<file path="config.mk">
export PLATFORM = sky130hd
export DESIGN_NAME = sunsoft_psg
export DESIGN_NICKNAME = d
export VERILOG_FILES = /design/src/rtl/psg_pkg.sv /design/src/rtl/psg_ctrl_if.sv /design/src/rtl/psg_regs.sv /design/src/rtl/tone_gen.sv /design/src/rtl/noise_gen.sv /design/src/rtl/envelope_gen.sv /design/src/rtl/psg_mixer.sv /design/src/rtl/sunsoft_psg.sv
export SDC_FILE = /design/constraint.sdc
export NUM_CORES = 1
export LEC_CHECK = 0
export BUFFER_PORTS_ARGS = -buffer_cell sky130_fd_sc_hd__buf_4
export CAP_MARGIN = 25
export CORE_MARGIN = 5
export CORE_UTILIZATION = 57
export DETAILED_ROUTE_END_ITERATION = 10
export GPL_TIMING_DRIVEN = 0
export PLACE_DENSITY = 0.73
export SYNTH_ARGS = -nofsm -noshare
export SYNTH_HDL_FRONTEND = slang
export SYNTH_SLANG_ARGS = --single-unit
</file>
<file path="constraint.sdc">
create_clock -name audio_clk -period 4.1 [get_ports audio_clk]
set_clock_uncertainty 0.2 [all_clocks]
set_input_delay 0.41 -clock audio_clk [delete_from_list [all_inputs] [get_ports audio_clk]]
set_output_delay 0.41 -clock audio_clk [all_outputs]
set_load 0.02 [all_outputs]
</file>
<file path="src/rtl/psg_pkg.sv">
// Shared definitions for the three-voice sound generator
// Register numbers follow the AY-3-8910 map and registers 14 and 15 are ignored
// Log volume values come from chip measurements and are indexed by a 5-bit level

`default_nettype none

package psg_pkg;

	// ********************
	// Register numbers
	// ********************
	localparam logic [3:0] PSG_REG_TONE_LO0  = 4'd0;
	localparam logic [3:0] PSG_REG_TONE_HI0  = 4'd1;
	localparam logic [3:0] PSG_REG_TONE_LO1  = 4'd2;
	localparam logic [3:0] PSG_REG_TONE_HI1  = 4'd3;
	localparam logic [3:0] PSG_REG_TONE_LO2  = 4'd4;
	localparam logic [3:0] PSG_REG_TONE_HI2  = 4'd5;
	localparam logic [3:0] PSG_REG_NOISE     = 4'd6;
	localparam logic [3:0] PSG_REG_MIXER     = 4'd7;
	localparam logic [3:0] PSG_REG_AMP0      = 4'd8;
	localparam logic [3:0] PSG_REG_AMP1      = 4'd9;
	localparam logic [3:0] PSG_REG_AMP2      = 4'd10;
	localparam logic [3:0] PSG_REG_ENV_LO    = 4'd11;
	localparam logic [3:0] PSG_REG_ENV_HI    = 4'd12;
	localparam logic [3:0] PSG_REG_ENV_SHAPE = 4'd13;

	// Widths
	localparam int PSG_TONE_W  = 12;
	localparam int PSG_ENV_W   = 16;
	localparam int PSG_AUDIO_W = 12;

	// A set mixer bit keeps that source's gate open
	typedef struct packed {
		logic [1:0] pad;
		logic [2:0] noise_off;
		logic [2:0] tone_off;
	} psg_mixer_t;

	// Amplitude byte
	typedef struct packed {
		logic [2:0] pad;
		logic       use_env;
		logic [3:0] level;
	} psg_amp_t;

	// One data byte, read either as mixer or as amplitude
	typedef union packed {
		psg_mixer_t mixer;
		psg_amp_t   amp;
	} psg_data_u;

	// ********************
	// Log volume table
	// ********************
	localparam logic [7:0] PSG_LOG_LUT [32] = '{
		8'd0,   8'd1,   8'd2,   8'd3,   8'd3,   8'd4,   8'd5,   8'd6,
		8'd8,   8'd9,   8'd11,  8'd13,  8'd16,  8'd18,  8'd24,  8'd29,
		8'd32,  8'd34,  8'd44,  8'd55,  8'd61,  8'd66,  8'd82,  8'd98,
		8'd114, 8'd130, 8'd148, 8'd166, 8'd187, 8'd207, 8'd231, 8'd255
	};

endpackage

`default_nettype wire

</file>
<file path="src/rtl/psg_ctrl_if.sv">
// Register state seen by the generators and the mixer
// Only the register file drives it, all other users read

`timescale 1ns/1ps
`default_nettype none

interface psg_ctrl_if;
	import psg_pkg::*;

	logic [2:0][PSG_TONE_W-1:0] tone_period;
	logic [4:0]                 noise_period;
	logic [PSG_ENV_W-1:0]       env_period;
	logic [3:0]                 env_shape;
	// One cycle, right after a shape write
	logic                       env_restart;
	psg_mixer_t                 mixer;
	psg_amp_t [2:0]             amp;

	modport regs (
		output tone_period, noise_period, env_period, env_shape, env_restart, mixer, amp
	);
	modport tone  (input tone_period);
	modport noise (input noise_period);
	modport env   (input env_period, env_shape, env_restart);
	modport mix   (input mixer, amp);

endinterface

`default_nettype wire

</file>
<file path="src/rtl/psg_regs.sv">
// Register file behind a two-step write bus
// Address write with bus_sel_i low, data write with bus_sel_i high
// Writes land on the next rising edge, there is no read-back

`timescale 1ns/1ps
`default_nettype none

module psg_regs (
	input  logic       audio_clk,
	input  logic       reset,
	input  logic       bus_wr_i,
	input  logic       bus_sel_i,
	input  logic [7:0] bus_d_i,
	psg_ctrl_if.regs   ctrl
);
	import psg_pkg::*;

	logic [3:0] reg_sel;
	logic       addr_wr;
	logic       data_wr;
	psg_data_u  wr_data;

	assign addr_wr = bus_wr_i & ~bus_sel_i;
	assign data_wr = bus_wr_i & bus_sel_i;
	assign wr_data = bus_d_i;

	// ********************
	// Select latch and write decode
	// ********************
	always_ff @(posedge audio_clk) begin
		if (reset) begin
			reg_sel           <= '0;
			ctrl.tone_period  <= '0;
			ctrl.noise_period <= '0;
			ctrl.env_period   <= '0;
			ctrl.env_shape    <= '0;
			ctrl.env_restart  <= 1'b0;
			ctrl.mixer        <= '0;
			ctrl.amp          <= '0;
		end else begin
			ctrl.env_restart <= 1'b0;
			if (addr_wr) begin
				reg_sel <= bus_d_i[3:0];
			end
			if (data_wr) begin
				case (reg_sel)
					// Tone pairs sit at 0/1, 2/3, 4/5
					PSG_REG_TONE_LO0, PSG_REG_TONE_LO1, PSG_REG_TONE_LO2: begin
						ctrl.tone_period[reg_sel[2:1]][7:0] <= bus_d_i;
					end
					PSG_REG_TONE_HI0, PSG_REG_TONE_HI1, PSG_REG_TONE_HI2: begin
						ctrl.tone_period[reg_sel[2:1]][PSG_TONE_W-1:8] <= bus_d_i[3:0];
					end
					PSG_REG_NOISE: begin
						ctrl.noise_period <= bus_d_i[4:0];
					end
					PSG_REG_MIXER: begin
						ctrl.mixer <= wr_data.mixer;
					end
					// Amplitudes at 8, 9, 10
					PSG_REG_AMP0, PSG_REG_AMP1, PSG_REG_AMP2: begin
						ctrl.amp[reg_sel[1:0]] <= wr_data.amp;
					end
					PSG_REG_ENV_LO: begin
						ctrl.env_period[7:0] <= bus_d_i;
					end
					PSG_REG_ENV_HI: begin
						ctrl.env_period[PSG_ENV_W-1:8] <= bus_d_i;
					end
					PSG_REG_ENV_SHAPE: begin
						ctrl.env_shape   <= bus_d_i[3:0];
						ctrl.env_restart <= 1'b1;
					end
					default: begin
						// Registers 14 and 15 have no effect
					end
				endcase
			end
		end
	end

endmodule

`default_nettype wire

</file>
<file path="src/rtl/tone_gen.sv">
// Square-wave tone channel, no prescaler
// Half-period is 16*P+1 audio_clk cycles, period 0 toggles every cycle

`timescale 1ns/1ps
`default_nettype none

module tone_gen #(
	parameter int unsigned CHAN = 0
) (
	input  logic     audio_clk,
	input  logic     reset,
	psg_ctrl_if.tone ctrl,
	output logic     wave_o
);
	import psg_pkg::*;

	logic [PSG_TONE_W+3:0] phase;

	// Phase divided by 16 is compared to the period
	always_ff @(posedge audio_clk) begin
		if (reset) begin
			phase  <= '0;
			wave_o <= 1'b0;
		end else if (phase[PSG_TONE_W+3:4] >= ctrl.tone_period[CHAN]) begin
			phase  <= '0;
			wave_o <= ~wave_o;
		end else begin
			phase <= phase + 1'b1;
		end
	end

endmodule

`default_nettype wire

</file>
<file path="src/rtl/noise_gen.sv">
// Noise source, 17-bit LFSR with taps 16 and 13
// Shifts once every 32*N+1 audio_clk cycles

`timescale 1ns/1ps
`default_nettype none

module noise_gen (
	input  logic      audio_clk,
	input  logic      reset,
	psg_ctrl_if.noise ctrl,
	output logic      wave_o
);
	logic [9:0]  phase;
	logic [16:0] lfsr;

	assign wave_o = lfsr[16];

	always_ff @(posedge audio_clk) begin
		if (reset) begin
			phase <= '0;
			// Non-zero seed, all zeros would lock up
			lfsr  <= 17'd1;
		end else if (phase[9:5] >= ctrl.noise_period) begin
			phase <= '0;
			lfsr  <= {lfsr[15:0], lfsr[16] ^ lfsr[13]};
		end else begin
			phase <= phase + 1'b1;
		end
	end

endmodule

`default_nettype wire

</file>
<file path="src/rtl/envelope_gen.sv">
// Envelope generator with the classic 4-bit shape
// 512 steps per ramp, level_o changes every 16 steps
// A shape write restarts the ramp from its first step

`timescale 1ns/1ps
`default_nettype none

module envelope_gen (
	input  logic       audio_clk,
	input  logic       reset,
	psg_ctrl_if.env    ctrl,
	output logic [4:0] level_o
);
	import psg_pkg::*;

	logic [PSG_ENV_W-1:0] phase;
	logic [8:0]           step_cnt;
	// Inverts the ramp direction
	logic                 env_cycle;
	logic                 env_held;

	logic shape_continue;
	logic shape_attack;
	logic shape_alternate;
	logic shape_hold;

	assign shape_continue  = ctrl.env_shape[3];
	assign shape_attack    = ctrl.env_shape[2];
	assign shape_alternate = ctrl.env_shape[1];
	assign shape_hold      = ctrl.env_shape[0];

	// Rising with attack set, falling otherwise
	assign level_o = step_cnt[8:4] ^ {5{~(shape_attack ^ env_cycle)}};

	// ********************
	// Period and step counters
	// ********************
	always_ff @(posedge audio_clk) begin
		if (reset || ctrl.env_restart) begin
			phase     <= '0;
			step_cnt  <= '0;
			env_cycle <= 1'b0;
			env_held  <= 1'b0;
		end else if (phase >= ctrl.env_period) begin
			phase <= '0;
			if (!env_held) begin
				if (step_cnt != '1) begin
					step_cnt <= step_cnt + 1'b1;
				end else if (!shape_continue) begin
					// Single ramp, park at 0
					env_held  <= 1'b1;
					env_cycle <= shape_attack;
				end else if (shape_hold) begin
					env_held  <= 1'b1;
					env_cycle <= env_cycle ^ shape_alternate;
				end else begin
					// Repeat, flipping direction when alternating
					step_cnt  <= '0;
					env_cycle <= env_cycle ^ shape_alternate;
				end
			end
		end else begin
			phase <= phase + 1'b1;
		end
	end

endmodule

`default_nettype wire

</file>
<file path="src/rtl/psg_mixer.sv">
// Voice gating, volume select and log lookup, then the final sum
// Two register stages, audio_o follows voice inputs two cycles later
// Output is five times the sum of the three log levels

`timescale 1ns/1ps
`default_nettype none

module psg_mixer (
	input  logic                            audio_clk,
	input  logic                            reset,
	psg_ctrl_if.mix                         ctrl,
	input  logic [2:0]                      tone_wave_i,
	input  logic                            noise_wave_i,
	input  logic [4:0]                      env_level_i,
	output logic [psg_pkg::PSG_AUDIO_W-1:0] audio_o
);
	import psg_pkg::*;

	logic [2:0]             gate;
	logic [2:0][4:0]        voice;
	logic [2:0][7:0]        level_q;
	logic [PSG_AUDIO_W-1:0] level_sum;

	// ********************
	// Gates and volume
	// ********************
	always_comb begin
		for (int ch = 0; ch < 3; ch++) begin
			gate[ch] = (tone_wave_i[ch] | ctrl.mixer.tone_off[ch])
				& (noise_wave_i | ctrl.mixer.noise_off[ch]);
			if (!gate[ch]) begin
				voice[ch] = 5'd0;
			end else if (ctrl.amp[ch].use_env) begin
				voice[ch] = env_level_i;
			end else begin
				// Fixed level uses the even table entries
				voice[ch] = {ctrl.amp[ch].level, 1'b0};
			end
		end
	end

	assign level_sum = PSG_AUDIO_W'(level_q[0])
		+ PSG_AUDIO_W'(level_q[1])
		+ PSG_AUDIO_W'(level_q[2]);

	// ********************
	// Level and sum registers
	// ********************
	always_ff @(posedge audio_clk) begin
		if (reset) begin
			level_q <= '0;
			audio_o <= '0;
		end else begin
			for (int ch = 0; ch < 3; ch++) begin
				level_q[ch] <= PSG_LOG_LUT[voice[ch]];
			end
			// Times five, max 3825 fits in 12 bits
			audio_o <= (level_sum << 2) + level_sum;
		end
	end

endmodule

`default_nettype wire

</file>
<file path="src/rtl/sunsoft_psg.sv">
// Three-voice sound generator, single clock domain
// Register bus is write-only with no back-pressure, one write per cycle at most
// audio_o is unsigned and sampled every cycle

`timescale 1ns/1ps
`default_nettype none

module sunsoft_psg (
	input  logic                            audio_clk,
	input  logic                            reset,
	input  logic                            bus_wr_i,
	input  logic                            bus_sel_i,
	input  logic [7:0]                      bus_d_i,
	output logic [psg_pkg::PSG_AUDIO_W-1:0] audio_o
);
	psg_ctrl_if ctrl_bus ();

	logic [2:0] tone_wave;
	logic       noise_wave;
	logic [4:0] env_level;

	psg_regs regs_i (
		.audio_clk (audio_clk),
		.reset     (reset),
		.bus_wr_i  (bus_wr_i),
		.bus_sel_i (bus_sel_i),
		.bus_d_i   (bus_d_i),
		.ctrl      (ctrl_bus.regs)
	);

	// One tone channel per voice
	for (genvar ch = 0; ch < 3; ch++) begin : g_tone
		tone_gen #(
			.CHAN (ch)
		) tone_i (
			.audio_clk (audio_clk),
			.reset     (reset),
			.ctrl      (ctrl_bus.tone),
			.wave_o    (tone_wave[ch])
		);
	end

	noise_gen noise_i (
		.audio_clk (audio_clk),
		.reset     (reset),
		.ctrl      (ctrl_bus.noise),
		.wave_o    (noise_wave)
	);

	envelope_gen env_i (
		.audio_clk (audio_clk),
		.reset     (reset),
		.ctrl      (ctrl_bus.env),
		.level_o   (env_level)
	);

	psg_mixer mixer_i (
		.audio_clk    (audio_clk),
		.reset        (reset),
		.ctrl         (ctrl_bus.mix),
		.tone_wave_i  (tone_wave),
		.noise_wave_i (noise_wave),
		.env_level_i  (env_level),
		.audio_o      (audio_o)
	);

endmodule

`default_nettype wire

</file>
After elaboration in Yosys (flattened, before gate mapping)
Memory sizes are Yosys's and may differ from the RTL's. A register that Yosys moved wholly into a read port is not among the register bits.
Cells that the tools add are included.
{"block": "classes", "addsub": 9, "order_cmp": 9, "eq_ne": 15, "mux": 25, "bitwise_logic": 26, "reduce_logical": 24}
{"cell": "$bwmux 36", "count": 2}
{"cell": "$pmux 36 s2", "count": 1}
{"cell": "$add 16x1->16 const B", "count": 4}
{"cell": "$demux 12 s2", "count": 2}
{"cell": "$ge 12x12->1", "count": 3}
{"cell": "$mux 5", "count": 6}
{"cell": "$mux 9", "count": 3}
{"cell": "$bwmux 24", "count": 1}
{"cell": "$eq 4x4->1 const B", "count": 6}
{"cell": "$not 5->6", "count": 3}
{"cell": "$demux 8 s2", "count": 1}
{"cell": "$eq 4x3->1 const B", "count": 4}
{"cell": "$ge 16x16->1", "count": 1}
{"cell": "$mux 8", "count": 2}
{"cell": "$reduce_and 2->1", "count": 7}
{"cell": "$add 12x12->12", "count": 1}
{"cell": "$add 12x8->12", "count": 1}
{"cell": "$mux 12", "count": 1}
{"cell": "$reduce_or 2->1", "count": 6}
{"cell": "$add 10x1->10 const B", "count": 1}
{"cell": "$add 8x8->9", "count": 1}
{"cell": "$add 9x1->9 const B", "count": 1}
{"cell": "$ne 9x9->1 const B", "count": 1}
{"cell": "$reduce_or 3->1", "count": 3}
{"cell": "18 further kinds", "count": 46}
{"block": "word_totals", "reg_bits": 213, "romBits": 768, "input_bits": 12, "output_inout_bits": 12, "wordCells": 144, "mem_count": 3}
{"memory": "(name not given)", "words": 32, "word_bits": 8, "rd": 1, "rd_clocked_by_memory_dff": 1, "wr": 0, "line_no": "psg_mixer.sv:55", "rtl": "level_q[ch] <= PSG_LOG_LUT[voice[ch]];"}
{"memory": "(name not given)", "words": 32, "word_bits": 8, "rd": 1, "rd_clocked_by_memory_dff": 1, "wr": 0, "line_no": "psg_mixer.sv:55"}
{"memory": "(name not given)", "words": 32, "word_bits": 8, "rd": 1, "rd_clocked_by_memory_dff": 1, "wr": 0, "line_no": "psg_mixer.sv:55"}

Depth between registers and ports, before layout
{"block": "depth", "ltp_word": 6, "mapped_depth": 19, "ltp_nobuf": 19}

Hierarchy
Synthesis repeated with hierarchy kept, for this count alone.
{"block": "hier_totals", "cells_unflattened": 1422, "hier_area_um2": 13176.4}
{"mod": "psg_regs", "instances": 1, "cells_each": 347, "area_per_inst_um2": 3915.0, "seq_area_each_um2": 1961.9}
{"mod": "psg_mixer", "instances": 1, "cells_each": 388, "area_per_inst_um2": 3211.8, "seq_area_each_um2": 720.7}
{"mod": "tone_gen", "instances": 3, "cells_each": 118, "area_per_inst_um2": 1019.7, "seq_area_each_um2": 340.3}
{"mod": "envelope_gen", "instances": 1, "cells_each": 216, "area_per_inst_um2": 1740.4, "seq_area_each_um2": 540.5}
{"mod": "noise_gen", "instances": 1, "cells_each": 117, "area_per_inst_um2": 1249.9, "seq_area_each_um2": 540.5}

Worst setup path before layout
No wires, ideal clock.
{"block": "synth_path", "path_kind": "flip-flop to flip-flop", "start": "register mixer_i.level_q[1] (netlist bit)", "end": "register mixer_i.audio_o[11] (netlist bit)", "setup_ns": 0.121, "arrival_time_ns": 3.872, "required_ns": 3.779, "slack_ns": -0.092, "path_stages_with_launch": 19, "path_buffers": 0, "synth_period_minus_slack_ns": 4.192, "path_cell_list": "dfxtp_1 > ha_1 > a21o_1 > a21oi_1 > nor2b_1 > o21a_1 > o41ai_1 > xnor2_1 > ha_1 > or3_1 > o21ai_0 > a31o_2 > a21oi_1 > or2_2 > ha_1 > or2_2 > a31o_2 > o21ai_0 > mux2_2"}
{"block": "synth_via", "elab_chain_cells": 3}
{"element": "start, declared", "line_no": "psg_mixer.sv:21", "rtl": "logic [2:0][7:0] level_q;"}
{"element": "$add 8x8->9", "line_no": "psg_mixer.sv:43", "rtl": "+ PSG_AUDIO_W'(level_q[1])"}
{"element": "$add 12x8->12", "line_no": "psg_mixer.sv:44", "rtl": "+ PSG_AUDIO_W'(level_q[2]);"}
{"element": "$add 12x12->12", "line_no": "psg_mixer.sv:58", "rtl": "audio_o <= (level_sum << 2) + level_sum;"}
{"element": "end signal, assigned", "line_no": "psg_mixer.sv:58"}
{"element": "end, declared", "line_no": "psg_mixer.sv:15", "rtl": "output logic [psg_pkg::PSG_AUDIO_W-1:0] audio_o"}
No other way between the ends.
A chain may end at the register's enable or synchronous reset.

Worst setup path in the final report
{"block": "layout_path", "start": "register mixer_i.level_q[9] (netlist bit)", "end": "register mixer_i.audio_o[11] (netlist bit)"}
The elaborated chain is that of the path after synthesis.

==> run summary <==
OUTCOME
-------------------------------------------------------------------------------------------------
Outcome                                                                              finished with violations
Violated checks                                                                      setup timing

FLOW RUN
-------------------------------------------------------------------------------------------------
Count of max-cap constraint violations                                                          0

STA
-------------------------------------------------------------------------------------------------
Max-slew violation total from the final report                                                  0
Minimum clock period after layout                                                         4.21 ns
Worst max-slew margin expressed relative to the limit                                       41.1%
Fmax                                                                                      238 MHz
Least-Margin Pin Slew                                                                    0.880 ns
PnR worst setup slack                                                                   -0.106 ns
Final-report hold violation count                                                               0
Unrepaired setup endpoints after global routing                                              true
Hold WS                                                                                 0.0259 ns
Setup violation total in the final timing report                                                2
Period utilisation layout                                                                    103%

GLOBAL ROUTE
-------------------------------------------------------------------------------------------------
Peak-usage layer in the global routing report                                                met2
GR met3 Demand/Resource                                                                     2.67%
Global-route wire length before repair                                                    46.4 mm
Number of antenna violations at the first check in global routing                               0
Number of global-route vias before repair                                                    9647
Pin count of the biggest net entering global routing                                           13
Met2 GRT Util                                                                               39.4%
Met1 Use GR                                                                                 29.3%
Overall global routing resource usage                                                       22.6%
Overflow left after global routing                                                              0

ROUTING
-------------------------------------------------------------------------------------------------
Residual DRC count                                                                              0
Via count of the routed design                                                               9900
Initial DRC Count                                                                             431
Number of routed nets with antenna violations                                                   0
Wire length after detailed routing                                                        28.1 mm
Pre-antenna DRT Iters                                                                           5
Via density                                                                                  5.64
Wire per inst                                                                        16.0 microns

PWR
-------------------------------------------------------------------------------------------------
Power density normalized to cell area                                                 326 mW/mm^2
Leakage power of the design                                                               5.81 nW
Largest vdd supply drop                                                                    320 uV

SETUP PATH
-------------------------------------------------------------------------------------------------
Type of the worst setup path                                                              reg2reg
Worst Path Required                                                                       4.31 ns
Type of origin of the critical path                                                          flop
Data arrival at the endpoint of the critical path                                         4.41 ns
Worst-path fanout max                                                                           4
Crit-path cells                                                                      ha_4, a21o_1, a21oi_2, nor2b_1, o21a_1, nor2_2, xnor2_2, ha_1, and3_1, a32oi_2, nand2_1, xor2_2, ha_4, o21a_1, a211o_1, a31o_4, o21ai_2, mux2_4
Slowest library cell on the worst path                                               sky130_fd_sc_hd__dfxtp_2
Number of buffers and inverters on the critical path                                            0
Max stage delay on crit path                                                              0.33 ns
Category of the worst setup path capture point                                               flop
Kind of cell adding the most delay to the critical path                              compound AO/OA/AOI/OAI gates

LAYOUT
-------------------------------------------------------------------------------------------------
Ant. Diodes                                                                                     0
Fraction of layout instances using a drive strength above 1                                 9.86%
Most used cells in the layout excluding fill and tap cells                           sky130_fd_sc_hd__nor2_1 (227), sky130_fd_sc_hd__dfxtp_1 (225), sky130_fd_sc_hd__mux2i_1 (108), sky130_fd_sc_hd__ha_1 (102), sky130_fd_sc_hd__nand2_1 (85)
Area Growth Syn to Fin                                                                      13.0%
Leading cell type in the layout, fill and taps excluded                              sky130_fd_sc_hd__nor2_1
Number of cells in the finished layout apart from fillers                                    1756
Layout net count                                                                             1585

YOSYS
-------------------------------------------------------------------------------------------------
Syn Inst Count                                                                               1395
Ys flop type                                                                         sky130_fd_sc_hd__dfxtp_1
Fraction of the mapped netlist area in compound gates                                       13.2%
Xor and xnor area share after synthesis                                                     6.78%
FFs w/ async S/R, synth                                                                        0%
Avg Synthesized Cell Area                                                              8.82 sq um
Synthesized Nets                                                                             1517
Number of flops mapped to enable cells by yosys                                                 0
Post-Synth Simple-Gate Area                                                                 17.8%
Synthesis warning total                                                                         0
Adder and majority cell fraction of the synthesized area                                    11.4%
Mux cell area share after synthesis                                                         9.15%
Post-Syn Area                                                                        0.0123 sq mm
Post-synthesis sequential element count                                                       228
Sequential cell area fraction in the yosys report                                           37.1%
Number of distinct library cell variants in the gate-level netlist after synthesis             73
Combinational family with the most area after synthesis                              simple AND/OR/NAND/NOR gates

CLOCKING
-------------------------------------------------------------------------------------------------
H-tree lvl count                                                                                1
CTS clock-pin slew for the worst setup and hold paths                                     0.06 ns
CTS tree                                                                                     done
Clk root buf                                                                         sky130_fd_sc_hd__clkbuf_16
Largest buffer count on any clock path                                                          3
Total of hold buffers inserted after clock tree synthesis                                       0
Worst-Skew Late Latency                                                                   0.52 ns
Number of CTS-inserted buffers                                                                 25
TritonCTS sink count                                                                          228

DIE
-------------------------------------------------------------------------------------------------
Number of top-level pins                                                                       24
Starting density of the core                                                                58.2%
Count of standard-cell rows                                                                    53
Area of the placeable core                                                           0.0212 sq mm
Overall die height                                                                    157 microns
Die W                                                                                 157 microns
DIE AREA                                                                             0.0246 sq mm

MIN PATH
-------------------------------------------------------------------------------------------------
Worst hold path class                                                                      in2reg

PLACEMENT
-------------------------------------------------------------------------------------------------
Final estimated routing congestion in global placement                                      0.886
Number of cells in the design after placement                                                1692
Detailed Place HPWL                                                                       19.6 mm
Pre-CTS worst setup slack                                                               -0.326 ns
Number of buffers added on ports                                                               21

## flip-flops by register name, indices dropped and copies added, names as in the netlist
register / cells
regs_i.ctrl.mixer: 6
regs_i.reg_sel: 4
regs_i.ctrl.env_period: 16
env_i.env_cycle: 1
regs_i.ctrl.amp: 15
regs_i.ctrl.env_shape: 4
noise_i.phase: 10
mixer_i.level_q: 24
env_i.env_held: 1
g_tone.tone_i.phase: 48
regs_i.ctrl.env_restart: 1
mixer_i.audio_o: 12
g_tone.tone_i.wave_o: 3
noise_i.lfsr: 17
regs_i.ctrl.tone_period: 36
env_i.phase: 16
regs_i.ctrl.noise_period: 5
env_i.step_cnt: 9
## worst min-delay path, delay by kind of cell
| kind | cells | cell delay, ns |
|---|---|---|
| multiplexers | 1 | 0.08 |
| buffers and inverters | 1 | 0.14 |
| AND/OR/NAND/NOR | 1 | 0.07 |
## what timing repair did
item,CTS,global route
buffers inserted,11,8
pin swaps,16,28
gates resized for setup,28,12
endpoints found under the setup margin,2,3
## cell type report
| type | instances | area [sq um] |
|---|---|---|
| inverters | 75 | 282 |
| plain buffers | 64 | 275 |
| repair buffers | 41 | 305 |
| multi-input cells | 1028 | 7370 |
| well taps | 275 | 344 |
| clock buffers | 39 | 728 |
| fillers | 1733 | 7240 |
| flip-flops and latches | 228 | 4570 |
| clock inverters | 6 | 36.3 |
## metrics by stage
| stage | util [%] | setup TNS [ns] | power, W | area, sq um |
|---|---|---|---|---|
| final | 65.8 | -0.210 | 0.00454 | 13900 |
| after CTS | 65.3 | -0.0276 | 0.00458 | 13800 |
| after global placement | 60.6 | -0.484 | 0.00247 | 12800 |
| after detailed placement | 60.6 | -0.558 | 0.00247 | 12800 |
| after global routing | 65.8 | -0.614 | 0.00469 | 13900 |
| after floorplan | - | 0 | 0.00241 | 12300 |
## power breakdown
part	internal, W	total [W]	switching [W]
Sequential	0.00224	0.00226	0.0000186
Combinational	0.0000558	0.000170	0.000114
Clock	0.00122	0.00211	0.000893
## logic make-up (layout without fill, tap and decap cells)
family          Yosys count  in the layout
xor+xnor                 88             88
simple gates            485            485
compound gates          232            232
fa+ha+maj               111            111
buf+inv                 139            225
mux                     112            112
flops                   228            228
## cells in the mapped netlist (all sizes together) (29+ instances only)
master  number  area (sq um)
a211oi      29           245
a21o        31           233
a21oi       46           230
and3        30           188
clkbuf      45           169
dfxtp      228          4560
ha         107          1340
inv         74           278
mux2i      108          1080
nand2       86           325
nand3       43           215
nor2       229           862
o21ai       37           189
xnor2       32           299
xor2        53           464
## layer usage
layer  share of wire, %  wire length [microns]
met1                 45                  12800
met2                 48                  13400
met3                4.2                   1170
met4                2.7                    765
met5                  0                      0
## path summary, 6_finish.rpt
kind / startpoint / endpoint / slack [ns] / cells past startpoint
setup reg to reg: mixer_i.level_q[9] / mixer_i.audio_o[11] / -0.11 / 18
setup / recovery: mixer_i.level_q[9] / mixer_i.audio_o[11] / -0.11 / 18
hold reg to reg: g_tone[0].tone_i.phase[0] / g_tone[0].tone_i.phase[0] / 0.24 / 1
hold / removal: bus_d_i[3] / regs_i.ctrl.amp[19] / 0.03 / 3
No activity file was read; power rests on OpenSTA's default activity.
